File: src/memsys_pkg.sv
`default_nettype none

package memsys_pkg;

	// ########################################################################
	// Address map
	// ########################################################################

	localparam logic [31:0] END_INST  = 32'h0000_03FC;	// Last word of the instruction region.
	localparam logic [31:0] DATA_BASE = 32'h0000_0400;
	localparam int          WORD_AW   = 8;	// Word index width of both memories.
	localparam int          MEM_WORDS = 256;

	// ########################################################################
	// Instruction cache geometry
	// ########################################################################

	localparam int IC_LINES = 16;
	localparam int IC_WORDS = 4;
	localparam int IC_OFF_W = 2;	// Address bits 3:2.
	localparam int IC_IDX_W = 4;	// Address bits 7:4.
	localparam int IC_TAG_W = 2;	// Address bits 9:8.

	// Report path and serial line.
	localparam int REPORT_BYTES = 6;
	localparam int FIFO_DEPTH   = 8;
	localparam int FIFO_AW      = 3;
	localparam int CLKS_PER_BIT = 8;
	localparam int BAUD_CNT_W   = 3;

	typedef enum logic [1:0] {ROUTE_IDLE, ROUTE_INST, ROUTE_DATA, ROUTE_DROP} route_t;

	typedef enum logic [1:0] {TX_IDLE, TX_START, TX_DATA, TX_STOP} tx_state_t;

endpackage

`default_nettype wire

File: src/memsys_if.sv
`timescale 1ns/1ps
`default_nettype none

interface mem_port_if;

	logic [31:0] addr;
	logic        read;	// One-cycle pulse.
	logic        write;	// One-cycle pulse.
	logic [31:0] wdata;
	logic [3:0]  strobe;
	logic [31:0] rdata;	// Valid while ready is high.
	logic        ready;	// One pulse per request.

	modport router (
		output addr,
		output read,
		output write,
		output wdata,
		output strobe,
		input  rdata,
		input  ready
	);

	modport memory (
		input  addr,
		input  read,
		input  write,
		input  wdata,
		input  strobe,
		output rdata,
		output ready
	);

endinterface

`default_nettype wire

File: src/bus_router.sv
`timescale 1ns/1ps
`default_nettype none

module bus_router import memsys_pkg::*; (
	input  wire         clk_cpu,
	input  wire         rst,
	input  wire         enb,
	input  wire  [31:0] rw_address,
	input  wire         read_request,
	input  wire         write_request,
	input  wire  [31:0] write_data,
	input  wire  [3:0]  write_strobe,
	output logic [31:0] read_data,
	output logic        read_response,
	output logic        write_response,
	mem_port_if.router  inst,
	mem_port_if.router  data
);

	route_t      route;
	logic        accept;
	logic        in_inst;
	logic        op_write;
	logic        drop_ack;
	logic [31:0] addr_q;
	logic [31:0] wdata_q;
	logic [3:0]  strobe_q;

	assign accept  = enb && (read_request || write_request);
	assign in_inst = (rw_address <= END_INST);

	always_ff @(posedge clk_cpu) begin
		if (rst) begin
			route    <= ROUTE_IDLE;
			op_write <= 1'b0;
			drop_ack <= 1'b0;
		end else begin
			drop_ack <= (route == ROUTE_DROP);	// Answers a dropped write one cycle later.
			if (accept) begin
				op_write <= !read_request;
				if (read_request)
					route <= in_inst ? ROUTE_INST : ROUTE_DATA;
				else
					route <= in_inst ? ROUTE_DROP : ROUTE_DATA;
			end else begin
				route <= ROUTE_IDLE;
			end
		end
	end

	always_ff @(posedge clk_cpu) begin
		if (accept) begin
			addr_q   <= rw_address;
			wdata_q  <= write_data;
			strobe_q <= write_strobe;
		end
	end

	// ########################################################################
	// Side requests and response merge
	// ########################################################################

	assign inst.addr   = addr_q;
	assign inst.read   = (route == ROUTE_INST);
	assign inst.write  = 1'b0;	// The cache is read only.
	assign inst.wdata  = '0;
	assign inst.strobe = '0;

	assign data.addr   = addr_q;
	assign data.read   = (route == ROUTE_DATA) && !op_write;
	assign data.write  = (route == ROUTE_DATA) && op_write;
	assign data.wdata  = wdata_q;
	assign data.strobe = strobe_q;

	assign read_data      = inst.ready ? inst.rdata : data.rdata;
	assign read_response  = inst.ready || (data.ready && !op_write);
	assign write_response = drop_ack || (data.ready && op_write);

endmodule

`default_nettype wire

File: src/flat_wrapper.sv
// flat-port wrapper written by rule: the top's interface ports become plain ports
module bus_router_flat import memsys_pkg::*;
  (clk_cpu, rst, enb, rw_address, read_request, write_request, write_data, write_strobe, read_data, read_response, write_response, inst_addr, inst_read, inst_write, inst_wdata, inst_strobe, inst_rdata, inst_ready, data_addr, data_read, data_write, data_wdata, data_strobe, data_rdata, data_ready);
  mem_port_if inst_i ();
  mem_port_if data_i ();
  input  wire clk_cpu;
  input  wire rst;
  input  wire enb;
  input  wire  [31:0] rw_address;
  input  wire read_request;
  input  wire write_request;
  input  wire  [31:0] write_data;
  input  wire  [3:0] write_strobe;
  output logic [31:0] read_data;
  output logic read_response;
  output logic write_response;
  output wire logic [$bits(inst_i.addr)-1:0] inst_addr;
  output wire logic [$bits(inst_i.read)-1:0] inst_read;
  output wire logic [$bits(inst_i.write)-1:0] inst_write;
  output wire logic [$bits(inst_i.wdata)-1:0] inst_wdata;
  output wire logic [$bits(inst_i.strobe)-1:0] inst_strobe;
  input wire logic [$bits(inst_i.rdata)-1:0] inst_rdata;
  input wire logic [$bits(inst_i.ready)-1:0] inst_ready;
  output wire logic [$bits(data_i.addr)-1:0] data_addr;
  output wire logic [$bits(data_i.read)-1:0] data_read;
  output wire logic [$bits(data_i.write)-1:0] data_write;
  output wire logic [$bits(data_i.wdata)-1:0] data_wdata;
  output wire logic [$bits(data_i.strobe)-1:0] data_strobe;
  input wire logic [$bits(data_i.rdata)-1:0] data_rdata;
  input wire logic [$bits(data_i.ready)-1:0] data_ready;
  assign inst_addr = inst_i.addr;
  assign inst_read = inst_i.read;
  assign inst_write = inst_i.write;
  assign inst_wdata = inst_i.wdata;
  assign inst_strobe = inst_i.strobe;
  assign inst_i.rdata = inst_rdata;
  assign inst_i.ready = inst_ready;
  assign data_addr = data_i.addr;
  assign data_read = data_i.read;
  assign data_write = data_i.write;
  assign data_wdata = data_i.wdata;
  assign data_strobe = data_i.strobe;
  assign data_i.rdata = data_rdata;
  assign data_i.ready = data_ready;
  bus_router u_core (.clk_cpu(clk_cpu), .rst(rst), .enb(enb), .rw_address(rw_address), .read_request(read_request), .write_request(write_request), .write_data(write_data), .write_strobe(write_strobe), .read_data(read_data), .read_response(read_response), .write_response(write_response), .inst(inst_i), .data(data_i));
endmodule
File: config.mk
export PLATFORM = sky130hd
export DESIGN_NAME = bus_router_flat
export DESIGN_NICKNAME = d
export VERILOG_FILES = /design/src/memsys_pkg.sv /design/src/memsys_if.sv /design/src/bus_router.sv /design/src/flat_wrapper.sv
export SDC_FILE = /design/constraint.sdc
export NUM_CORES = 1
export LEC_CHECK = 0
export BUFFER_PORTS_ARGS = -buffer_cell sky130_fd_sc_hd__buf_2
export CAP_MARGIN = 20
export CORE_AREA = 2 2 121 123
export DETAILED_ROUTE_END_ITERATION = 6
export DIE_AREA = 0 0 123 125
export HOLD_SLACK_MARGIN = 0.08
export SYNTH_ARGS = -nofsm -noshare
export SYNTH_HDL_FRONTEND = slang
export SYNTH_SLANG_ARGS = --single-unit
File: constraint.sdc
create_clock -name clk_cpu -period 5.5 [get_ports clk_cpu]
set_input_delay 0 -clock clk_cpu [delete_from_list [all_inputs] [get_ports clk_cpu]]
set_output_delay 0 -clock clk_cpu [all_outputs]
set_load 0.05 [all_outputs]
* Word-level counts from Yosys, hierarchy flattened
Index checks and enable logic that the tools add are counted.
** Word-level totals
- Register bits after elaboration :: 72
- Bits of input ports :: 139
- Word-level logic and storage cells :: 26
** Operators by class
- $lt $le $gt $ge :: 1
- Equal/unequal tests :: 3
- Multiplexer cells :: 4
- Bitwise gates (word level) :: 1
- Reduce and logical (&&, ||, !) cells :: 11
** Operators by type and width (count)
- $le 32x10->1 const B :: 1
- $mux 32 :: 1
- $logic_and 1x1->1 :: 5
- $eq 2x2->1 const B :: 2
- $mux 2 :: 2
- $logic_or 1x1->1 :: 3
- $eq 2x1->1 const B :: 1
- $logic_not 1->1 :: 2
- $reduce_or 2->1 :: 1
- $mux 1 :: 1
- $not 1->1 :: 1

* Depth between registers and ports, before layout
Gate-level depths: netlist of run 1.
- Word-level depth :: 4
- Mapped depth :: 4

* Least setup slack after synthesis of run 1
Ideal clock, no wire load.
- Path type :: input-to-reg
- From :: input port write_request
- To :: register u_core.addr_q[0] (netlist: u_core.data.addr[0]), enable pin
- Setup time :: 0.422 ns
- Arrival time :: 1.461 ns
- Slack :: 3.617 ns
- Cell stages on the path :: 2
- Path buffers :: 0
- Cell sequence :: o21ai_0 -> inv_1
** On the way
- Cells in the longest elaborated chain, start to end :: 2
** RTL lines
- from (decl) :: line flat_wrapper.sv:11 : input wire write_request;
- $logic_or 1x1->1 :: line bus_router.sv:29 : assign accept = enb && (read_request || write_request);
- $logic_and 1x1->1 :: line bus_router.sv:29
- via u_core.accept :: line bus_router.sv:21 : logic accept;
- to (signal assigned) :: line bus_router.sv:53 : addr_q <= rw_address;
- to (decl) :: line bus_router.sv:25 : logic [31:0] addr_q;
The timed path passes the listed nets, and every way through them passes these cells.
A chain may end at the register's enable or synchronous reset.

* Final worst setup path of run 1
- From :: input port rw_address[15]
- To :: register u_core.route[1]
** On the way
- Cells in the longest elaborated chain, start to end :: 3
** RTL lines
- from (decl) :: line flat_wrapper.sv:9 : input wire [31:0] rw_address;
- $le 32x10->1 :: line bus_router.sv:30 : assign in_inst = (rw_address <= END_INST);
- $mux 2 :: line bus_router.sv:42 : route <= in_inst ? ROUTE_INST : ROUTE_DATA;
- $mux 2 :: line bus_router.sv:41 : if (read_request)
- to (signal assigned) :: line bus_router.sv:42
- to (signal assigned) :: line bus_router.sv:44 : route <= in_inst ? ROUTE_DROP : ROUTE_DATA;
- to (decl) :: line bus_router.sv:20 : route_t route;
No other way between the ends.

==> results.md, run 1 <==
- Slew @ Worst Pin: slightly below 0.9 ns
- Non-filler cells, final: 716
- Final setup viols: 0
- Setup TNS: 0 ns
- FF-to-FF End: u_core.op_write$_SDFFE_PP0P_
- Post-Route M1 WL: about 3.4 mm
- Commonest non-fill, non-tap cell in the layout: buf_2
- Period utilization: 0.350
- Lkg Pwr: around 2.5 nW
- Hold Crit Class: in -> reg
- Yosys warning total: 0
- Slowest CP cell: dlygate4sd3_1
- Die area: approximately 15,000 um^2
- Top cells by area, synth: edfxtp_1 64%, buf_4 16%, mux2_2 10%
- Cell count after synthesis: approximately 210
- PortBufs: between 200 and 300
- Routed wire length: between 9 and 10 mm
- RSZ-0062 raised after global routing: no
- Stages on the worst setup path: 7
- WHS: 0.172 ns
- Reg area: ~2100 um^2
- Worst-path clk slew: 0.06 ns
- Area Growth Syn to Fin: 69.7%
- ANT nets after route: 0
- Placed instance count: 628
- Required time worst endpoint: approximately 5.7 ns
- Worst reg2reg path depth: 3
- Largest area contributor in the netlist: edfxtp_1
- Seq/Total Area, Yosys: 0.666
- Global-route wire length before repair: between 10 and 15 mm
- FMAX: about 0.52 GHz
- Crit path kind: in -> reg
- Worst Setup Start Kind: input pin
- Final hold vios: 0
- Overflow after GRT: 0
- Total Power: around 1.8 mW
- PwrDens: between 300 and 400 nW/um^2
- Util after Layout: 0.381
- Buf/Inv on CP: 3
- Slowest stage delay, CP: roughly 0.56 ns
- Commonest cells after routing, fill and taps aside: 275 x buf_2, 73 x dlygate4sd3_1, 68 x edfxtp_1, 37 x conb_1, 29 x mux2_2
- Fin. max-slew vios: 0
- Area of the multi-input gates: about 660 um^2
- Top_reg_cell synth: edfxtp_1
- Met3 wire len: slightly below 700 um
- Flop2flop setup slack: ~4.3 ns
- DRC viols: 0
- Worst Setup EP: u_core.route[1]$_SDFF_PP0_
- Post-synthesis cell type count: 24
- # resized after CTS: 0
- Share of layout cells above drive strength 1: 0.600
- Slew HR: 0.417
- Vias in the first global route: 2,811
- Initial core utilization: 0.224
- Worst setup path start: rw_address[15]
- GRT Total Usage: 0.118
- Wire length per cell: 13.2 um
- Boundary pin count: around 310
- Synthesized cell area: between 3000 and 4000 um^2
- Syn avg cell area: between 15 and 20 um^2
- DR vias/cell: a little under 4
- CTS root buffer: clkbuf_16
- Clock skew: between 0.0009 and 0.001 ns
- WL met2: approximately 5.2 mm
- Final net count: about 670
- Via count of the routed design: around 2,800
- WP data arrival: approximately 2.1 ns
- CTS H-Tree Depth: 3
- Initial antenna violation count: 0
- CTS tree: built
- DRT Pass-1 Iters: 4
- Largest net degree at the start of global routing: between 60 and 70
- EDFF count, synth: 68
- Top sig layer: met4
- Most used cell, CP: dlygate4sd3_1
- Largest delay share family, worst path: buffers and inverters
- Status: finished, final reports clean
- # fillers: roughly 1,400
- Area share of the largest cell type after synthesis: 0.641
- Critical path fanouts, max: 2
- Standard-cell row count: 44
- Max VDD drop: approximately 0.17 mV
- Initial drt markers: 85
- Core ar.: around 14,000 um^2
- DP HPWL: between 6 and 7 mm
- CTS Buffer Depth: 2
- Synth async-reset ratio: 0
- Worst-Skew Late Latency: between 0.3 and 0.4 ns
- Placer Congestion: about 0.75
- Crit end category: flop
- Cell chain of the critical path: dlygate4sd3_1 -> buf_2 -> nor4_1 -> nand4_1 -> nor2_1 -> a311oi_1 -> dlygate4sd3_1
- Max Cap Viol: 0
- Num CTS Buffers: 9
- Num Clock Sinks: 72
- R2r startpoint: u_core.op_write$_SDFFE_PP0P_
- ANT cells: 0
- Min cycle time layout: ~1.9 ns
- Chip width: approximately 120 um
- FF+latch count, synth: slightly above 70
- Die Y: roughly 130 um
## synthesized netlist by cell type (2+ instances only)
| master | instances |
|---|---|
| dfxtp_1 | 4 |
| inv_1 | 2 |
| nor3b_1 | 2 |
| mux2_1 | 3 |
| nor4_1 | 4 |
| nand4_1 | 3 |
| buf_4 | 69 |
| buf_2 | 3 |
| nor2_1 | 4 |
| edfxtp_1 | 68 |
| a21o_1 | 2 |
| mux2_2 | 29 |
## per-layer routing
| layer | track usage | vias up |
|---|---|---|
| met5 | 0 | - |
| met4 | 0.0501 | 0 |
| met3 | 0.0383 | 16 |
| met2 | 0.216 | 149 |
| met1 | 0.119 | 1307 |
| li1 | - | 1285 |
## area by class of cell
cell class                 instances  share of cell area
clock buffer                      10              0.0423
clock inverter                     5             0.00902
inverter                           2             0.00139
multi-input combinational         94               0.121
sequential                        72               0.392
tap                              184              0.0426
timing repair buffer             349               0.391
## flip-flops by register name, summed over array words and instances, names as in the netlist
register and cells:
u_core.data.strobe 4, u_core.data.wdata 32, u_core.drop_ack 1, u_core.data.addr 32, u_core.op_write 1, u_core.route 2
## report_power, final
| part | switching (mW) | leakage, nW | internal (mW) |
|---|---|---|---|
| Clock | 0.206 | 0.131 | 0.344 |
| Combinational | 0.429 | 1.70 | 0.141 |
| Sequential | 0.0172 | 0.684 | 0.652 |
| Total | 0.652 | 2.52 | 1.14 |
## worst min path at each step
stage	to	start	slack, ns	depth (start not counted)
6_report	u_core.route[0]$_SDFF_PP0_	write_request	0.17	4
5_1_grt	u_core.route[0]$_SDFF_PP0_	write_request	0.19	4
4_1_cts	u_core.route[0]$_SDFF_PP0_	write_request	0.16	4
3_5_place_dp	u_core.data.wdata[17]$_DFFE_PP_	write_data[17]	0.18	1
3_3_place_gp	u_core.data.wdata[25]$_DFFE_PP_	write_data[25]	0.18	1
2_1_floorplan	u_core.drop_ack$_SDFF_PP0_	rst	0.07	1
## through the flow
stage | instance area (um^2) | worst slack, ns
4_1_cts | 5410 | 3.52
2_1_floorplan | 3320 | 3.62
3_3_place_gp | 4400 | 4.10
5_1_grt | 5410 | 3.46
3_5_place_dp | 4400 | 4.06
6_report | 5410 | 3.57
## repair_timing
item / CTS / global route
hold buffers: 73 / 0
setup buffers: 0 / 0
endpoints found under the hold margin: 72 / 0
## cells by family after synthesis
group           count (synthesis)  share of synthesized area
buf+inv                        75                      0.171
flops                          72                      0.666
compound gates                  6                     0.0129
mux                            32                      0.113
simple gates                   19                     0.0365
other cells                     1                    0.00118
## tightest hold or removal path, stage by stage
cell and delay, ns:
buf_2 0.09, o21ai_0 0.14, nor2_1 0.10, and3_1 0.14
Note: power is estimated with default switching activity, not from simulation.
==> inputs of run 2 (changes only) <==
ABC_AREA = 1   (was unset)
CORE_AREA = 2 2 122 124   (was 2 2 121 123)
DIE_AREA = 0 0 124 126   (was 0 0 123 125)
clock period = 1.9 ns   (was 5.5 ns; I/O delays follow)
==> results.md, run 2 <==
- Synthesized cell area: 3260 um^2 (+2.3%)
- Cell count after synthesis: 293 (+43%)
- FF+latch count, synth: 72 (unchanged)
- Worst reg2reg path depth: 3 (unchanged)
- Initial antenna violation count: 0 (unchanged)
- Final hold vios: 0 (unchanged)
- Boundary pin count: 313 (unchanged)
- CTS H-Tree Depth: 3 (unchanged)
- Num CTS Buffers: 9 (unchanged)
- Seq/Total Area, Yosys: 0.651 (-0.0151)
- Core ar.: 14,300 um^2 (+0.78%)
- Post-synthesis cell type count: 20 (-17%)
- CTS root buffer: clkbuf_16
- CTS tree: built
- Slew @ Worst Pin: 0.518 ns (-0.357 ns)
- Placer Congestion: 0.777 (+4.1%)
- Die Y: 126 um (+0.80%)
- Gate power share: 0.310 (-0.009)
- PwrDens: 993 nW/um^2 (+200%)
- Setup TNS: 0 ns (unchanged)
- Slew HR: 0.654 (+0.238)
- Share of layout cells above drive strength 1: 0.483 (-0.117)
- Commonest cells after routing, fill and taps aside: 275 x buf_2, 106 x nand2_1, 72 x dlygate4sd3_1, 68 x edfxtp_1, 37 x conb_1
- GRT Total Usage: 0.152 (+0.0346)
- Die area: 15,600 um^2 (+1.6%)
- Post-CTS Setup Bufs: 0 (unchanged)
- Top cells by area, synth: edfxtp_1 63%, buf_4 17%, nand2_1 12%
- # fillers: 1,434 (+5.0%)
- Largest net degree at the start of global routing: 46 (-33%)
- RSZ-0062 raised after global routing: no
- Commonest non-fill, non-tap cell in the layout: buf_2
- Flop2flop setup slack: 0.64 ns (-3.62 ns)
- Hold wc startpoint: write_request
- Area Growth Syn to Fin: 69.5% (about the same)
- Hold Crit Class: in -> reg
- Synth async-reset ratio: 0 (unchanged)
- Worst-path clk slew: 0.06 ns (about the same)
- FF-to-FF End: u_core.op_write$_SDFFE_PP0P_
- Area of the multi-input gates: 692 um^2 (+5.3%)
- Hold Path Cell Cnt: 3 (-1)
- Initial core utilization: 0.228 (+0.00343)
- P_sw: 2.04 mW (+210%)
- Vias in the first global route: 2,980 (+6.0%)
- DRT Pass-1 Iters: 4 (unchanged)
- PortBufs: 275 (unchanged)
- CTS Buffer Depth: 2 (unchanged)
- Via count of the routed design: 3,030 (+9.9%)
- Initial drt markers: 48 (-44%)
- Status: finished, final reports clean
- Standard-cell row count: 44 (unchanged)
- Min cycle time layout: roughly 1.8 ns
- Worst-Skew Late Latency: 0.33 ns (about the same)
- Internal power component: 3.45 mW (+200%)
- Synth cell count leaders: 106 x nand2_1, 72 x buf_4, 68 x edfxtp_1
- Yosys warning total: 0 (unchanged)
- Global-route wire length before repair: 16.9 mm (+23%)
- ANT nets after route: 0 (unchanged)
- Wire length per cell: 15.5 um (+18%)
- Crit end category: flop
- DRC viols: 0 (unchanged)
- Final net count: 753 (+13%)
- Max Cap Viol: 0 (unchanged)
- EDFF count, synth: 68 (unchanged)
- Period utilization: 0.937
- Final setup viols: 0 (unchanged)
- Clk pwr share: 0.336 (+0.029)
- Most common cell in the netlist: nand2_1
- Switch share: 0.372 (+0.00772)
- Overflow after GRT: 0 (unchanged)
- Fin. max-slew vios: 0 (unchanged)
- ANT cells: 0 (unchanged)
- Worst setup path start: read_request
- R2r startpoint: u_core.op_write$_SDFFE_PP0P_
- Required time worst endpoint: 2.11 ns (-3.61 ns)
- Syn avg cell area: 11.1 um^2 (-28%)
- Max VDD drop: 0.635 mV (+280%)
- DP HPWL: 9.54 mm (+36%)
- Routed wire length: 12.4 mm (+32%)
- Num Clock Sinks: 72 (unchanged)
- FMAX: approximately 0.56 GHz
- Worst Setup Start Kind: input pin
- Hold worst-path end: u_core.data.addr[30]$_DFFE_PP_
- Reg area: 2120 um^2 (unchanged)
- Critical path fanouts, max: 15 (+13)
- Sequential share of power: 0.354 (-0.020)
- Lkg Pwr: 2.74 nW (+8.8%)
- WP data arrival: 1.99 ns (-0.15 ns)
- Crit path kind: in -> reg
- Total Power: 5.49 mW (+210%)
- Chip width: 124 um (+0.81%)
- Area share of the largest cell type after synthesis: 0.626 (-0.0145)
- Post-route cell area: 5530 um^2 (+2.2%)
- Largest area contributor in the netlist: edfxtp_1
- Top_reg_cell synth: edfxtp_1
- Cell Area, Placed: 4480 um^2 (+1.8%)
- Clock skew: 0.00506 ns (+0.00414 ns)
- DR vias/cell: 3.77 (-2.0%)
==> run 2: changes by cell type after synthesis, moves of 2 or more <==
cell     before  now
buf_4        69   72
nand2_1       1  106
inv_1         2    5
nor3_1        1    3
a21o_1        2    0
mux2_2       29    0
nor3b_1       2    0
nor4_1        4    0
o21ai_1       0    2
nand4_1       3    0
mux2_1        3    0
or2_0         0    2
nor2_1        4   17
==> run 2: layout make-up <==
| type | instances | area share |
|---|---|---|
| repair buffers | 350 | 0.386 |
| inverters | 6 | 0.00453 |
| flip-flops and latches | 72 | 0.384 |
| multi-input cells | 175 | 0.125 |
| clock inverters | 7 | 0.0186 |
| clock buffers | 9 | 0.0407 |
| well taps | 184 | 0.0416 |
==> run 2: worst max path at each step <==
stage                                                 to  slack [ns]  cells after the start
final                       u_core.op_write$_SDFFE_PP0P_        0.12                      8
after global routing        u_core.op_write$_SDFFE_PP0P_        0.03                      8
after CTS                   u_core.op_write$_SDFFE_PP0P_        0.13                      8
after detailed placement  u_core.data.addr[27]$_DFFE_PP_        0.79                      4
after global placement     u_core.data.addr[4]$_DFFE_PP_        0.81                      4
after floorplan            u_core.data.addr[0]$_DFFE_PP_        0.07                      2
==> run 2: per-stage QoR <==
step	setup slack (ns)	std cells	util	hold slack, ns
after floorplan	0.0668	329	-	0.0785
after global placement	0.813	715	0.313	0.177
after detailed placement	0.789	715	0.313	0.178
after CTS	0.131	803	0.386	0.196
after global routing	0.0339	803	0.386	0.235
final	0.120	803	0.386	0.219
==> run 2: timing repair <==
| action | in CTS | in global routing |
|---|---|---|
| resized for setup | 0 | 1 |
| hold buffers | 72 | 0 |
| setup endpoints to repair | 0 | 1 |
| endpoints found under the hold margin | 72 | 0 |
==> run 2: power groups by stage <==
| stage | registers, mW | clock network [mW] | logic, mW |
|---|---|---|---|
| after CTS | 1.94 | 1.91 | 1.71 |
| after floorplan | 2.42 | 0 | 0.831 |
| final | 1.94 | 1.84 | 1.70 |
| after detailed placement | 1.97 | 0 | 1.59 |
| after global placement | 1.97 | 0 | 1.59 |
| after global routing | 1.95 | 1.95 | 1.78 |
==> run 2: routing by layer <==
metal,share of wire,track usage
met1,0.33,0.147
met2,0.56,0.302
met3,0.099,0.0516
met4,0.0093,0.0350
met5,0,0
==> run 2: logic make-up (layout without fill, tap and decap cells) <==
kind of cell           Yosys count  in the layout  share of synthesized area
AND/OR/NAND/NOR                133            133                      0.160
buffers and inverters           82            372                      0.179
flip-flops                      72             72                      0.651
AO/OA/AOI/OAI                    5              5                    0.00921
other                            1             37                    0.00115
==> run 2: worst max-delay path: stages <==
cell and delay [ns]:
dlygate4sd3_1 0.54, buf_2 0.14, o21ai_1 0.24, inv_4 0.16, buf_4 0.22, nor2_1 0.10, a211oi_1 0.05, dlygate4sd3_1 0.55
==> inputs of run 3 (changes only) <==
==> constraint.sdc (replaced) <==
create_clock -name clk_cpu -period 1.9 [get_ports clk_cpu]
set_input_delay 0.095 -clock clk_cpu [delete_from_list [all_inputs] [get_ports clk_cpu]]
set_output_delay 0.095 -clock clk_cpu [all_outputs]
set_load 0.05 [all_outputs]
==> results.md, run 3 (synthesis gave the netlist of run 2 again) <==
- Placer Congestion: 0.812 (+4.6%)
- Crit path kind: in -> reg
- Overflow after GRT: 0 (unchanged)
- Period utilization: 0.867 (-0.0697)
- Non-filler cells, final: 803 (unchanged)
- Fin. max-slew vios: 0 (unchanged)
- # resized after CTS: 0 (unchanged)
- Most used cell, CP: dlygate4sd3_1
- Initial antenna violation count: 0 (unchanged)
- Final net count: 753 (unchanged)
- Placed instance count: 714 (-0.14%)
- GRT Total Usage: 0.159 (+0.00654)
- Initial drt markers: 156 (+230%)
- Boundary pin count: 313 (unchanged)
- Max VDD drop: 0.775 mV (+22%)
- Internal power component: 3.45 mW (about the same)
- Lkg Pwr: 2.74 nW (-0.18%)
- Status: finished, final reports clean
- Standard-cell row count: 44 (unchanged)
- Critical path fanouts, max: 3 (-12)
- Crit end category: flop
- ANT cells: 0 (unchanged)
- DP HPWL: 10.0 mm (+5.2%)
- Share of layout cells above drive strength 1: 0.483 (unchanged)
- Global-route wire length before repair: 17.6 mm (+4.5%)
- Chip width: 124 um (unchanged)
- DR vias/cell: 3.89 (+3.2%)
- Required time worst endpoint: 2.12 ns (about the same)
- P_sw: 2.05 mW (+0.30%)
- CTS H-Tree Depth: 3 (unchanged)
- Total Power: 5.50 mW (+0.12%)
- Core ar.: 14,300 um^2 (unchanged)
- Final setup viols: 0 (unchanged)
- CTS Buffer Depth: 2 (unchanged)
- Max Cap Viol: 0 (unchanged)
- Switch share: 0.373 (+0.000669)
- Gate power share: 0.311 (about the same)
- Commonest cells after routing, fill and taps aside: 275 x buf_2, 106 x nand2_1, 72 x dlygate4sd3_1, 68 x edfxtp_1, 37 x conb_1
- Via count of the routed design: 3,127 (+3.2%)
- Slowest stage delay, CP: 0.55 ns (about the same)
- PwrDens: 994 nW/um^2 (about the same)
- Cell chain of the critical path: dlygate4sd3_1 -> buf_2 -> o21ai_1 -> clkinvlp_4 -> nor2_1 -> a211oi_1 -> dlygate4sd3_1
- Area Growth Syn to Fin: 69.5% (about the same)
- Vias in the first global route: 3,176 (+6.6%)
- Reg area: 2120 um^2 (unchanged)
- FMAX: 0.607 GHz (+8.0%)
- CTS root buffer: clkbuf_16
- Slowest CP cell: dlygate4sd3_1
- Worst-Skew Late Latency: 0.33 ns (about the same)
- Commonest non-fill, non-tap cell in the layout: buf_2
- Initial core utilization: 0.228 (unchanged)
- Clock skew: 0.00599 ns (+0.000933 ns)
- Hold Crit Class: in -> reg
- Post-route cell area: 5530 um^2 (about the same)
- Die Y: 126 um (unchanged)
- Min cycle time layout: 1.65 ns (-0.132 ns)
- Cell Area, Placed: 4470 um^2 (about the same)
- Setup TNS: 0 ns (unchanged)
- Final hold vios: 0 (unchanged)
- Sequential share of power: 0.353 (about the same)
- Routed wire length: 12.9 mm (+3.4%)
- Slew HR: 0.649 (-0.00551)
- Slew @ Worst Pin: 0.526 ns (+0.00826 ns)
- ANT nets after route: 0 (unchanged)
- Clk pwr share: 0.336 (about the same)
- Num CTS Buffers: 9 (unchanged)
- Worst Setup Start Kind: input pin
- PortBufs: 275 (unchanged)
- Area of the multi-input gates: 692 um^2 (unchanged)
- # fillers: 1,415 (-1.3%)
- WP data arrival: 1.87 ns (-0.12 ns)
- RSZ-0062 raised after global routing: no
- WHS: 0.314 ns (+0.0952 ns)
- Wire length per cell: 16.0 um (+3.4%)
- CTS tree: built
- Die area: 15,600 um^2 (unchanged)
- DRT Pass-1 Iters: 6 (+2)
- Worst-path clk slew: 0.06 ns (about the same)
- Largest net degree at the start of global routing: 65 (+41%)
- Num Clock Sinks: 72 (unchanged)
- DRC viols: 0 (unchanged)
run 3: power groups by stage:
stage / sequential [mW] / clock, mW / combinational, mW
floorplan: 2.42 / 0 / 0.832
global placement: 1.97 / 0 / 1.59
detailed placement: 1.97 / 0 / 1.59
CTS: 1.94 / 1.89 / 1.71
global route: 1.95 / 1.95 / 1.78
finish: 1.94 / 1.85 / 1.71
run 3: metrics by stage:
step	setup slack (ns)	utilization
floorplan	0.147	-
global placement	0.485	0.313
detailed placement	0.473	0.313
CTS	0.140	0.386
global route	0.149	0.386
finish	0.253	0.386
run 3: worst paths after layout:
check | slack (ns) | start | endpoint | cells past startpoint
worst max-delay path | 0.25 | read_request | u_core.op_write$_SDFFE_PP0P_ | 7
worst min-delay path | 0.31 | write_request | u_core.data.addr[20]$_DFFE_PP_ | 4
worst min register to register | 0.49 | u_core.route[1]$_SDFF_PP0_ | u_core.drop_ack$_SDFF_PP0_ | 2
worst max register to register | 0.66 | u_core.op_write$_SDFFE_PP0P_ | u_core.op_write$_SDFFE_PP0P_ | 3
run 3: worst max-delay path, delay by kind of cell:
kind,cells,cell delay (ns)
AOI/OAI and AO/OA,2,0.29
buffers and inverters,4,1.38
and+or+nand+nor,1,0.10
run 3: area by class of cell:
cell class                      count  share of cell area
Sequential cell                    72               0.384
Clock buffer                        9              0.0407
Inverter                            6             0.00475
Timing Repair Buffer              350               0.386
Clock inverter                      7              0.0186
Multi-Input combinational cell    175               0.125
Tap cell                          184              0.0416
run 3: repair_timing:
action / in CTS / in global routing
endpoints found under the setup margin: 0 / 1
hold buffers: 72 / 0
buffers inserted: 0 / 1
hold endpoints to repair: 71 / 0
run 3: per-layer routing:
layer  GRT usage  share of wire
met4      0.0945          0.042
met3      0.0494          0.096
met1       0.143           0.32
met5           0              0
met2       0.302           0.54
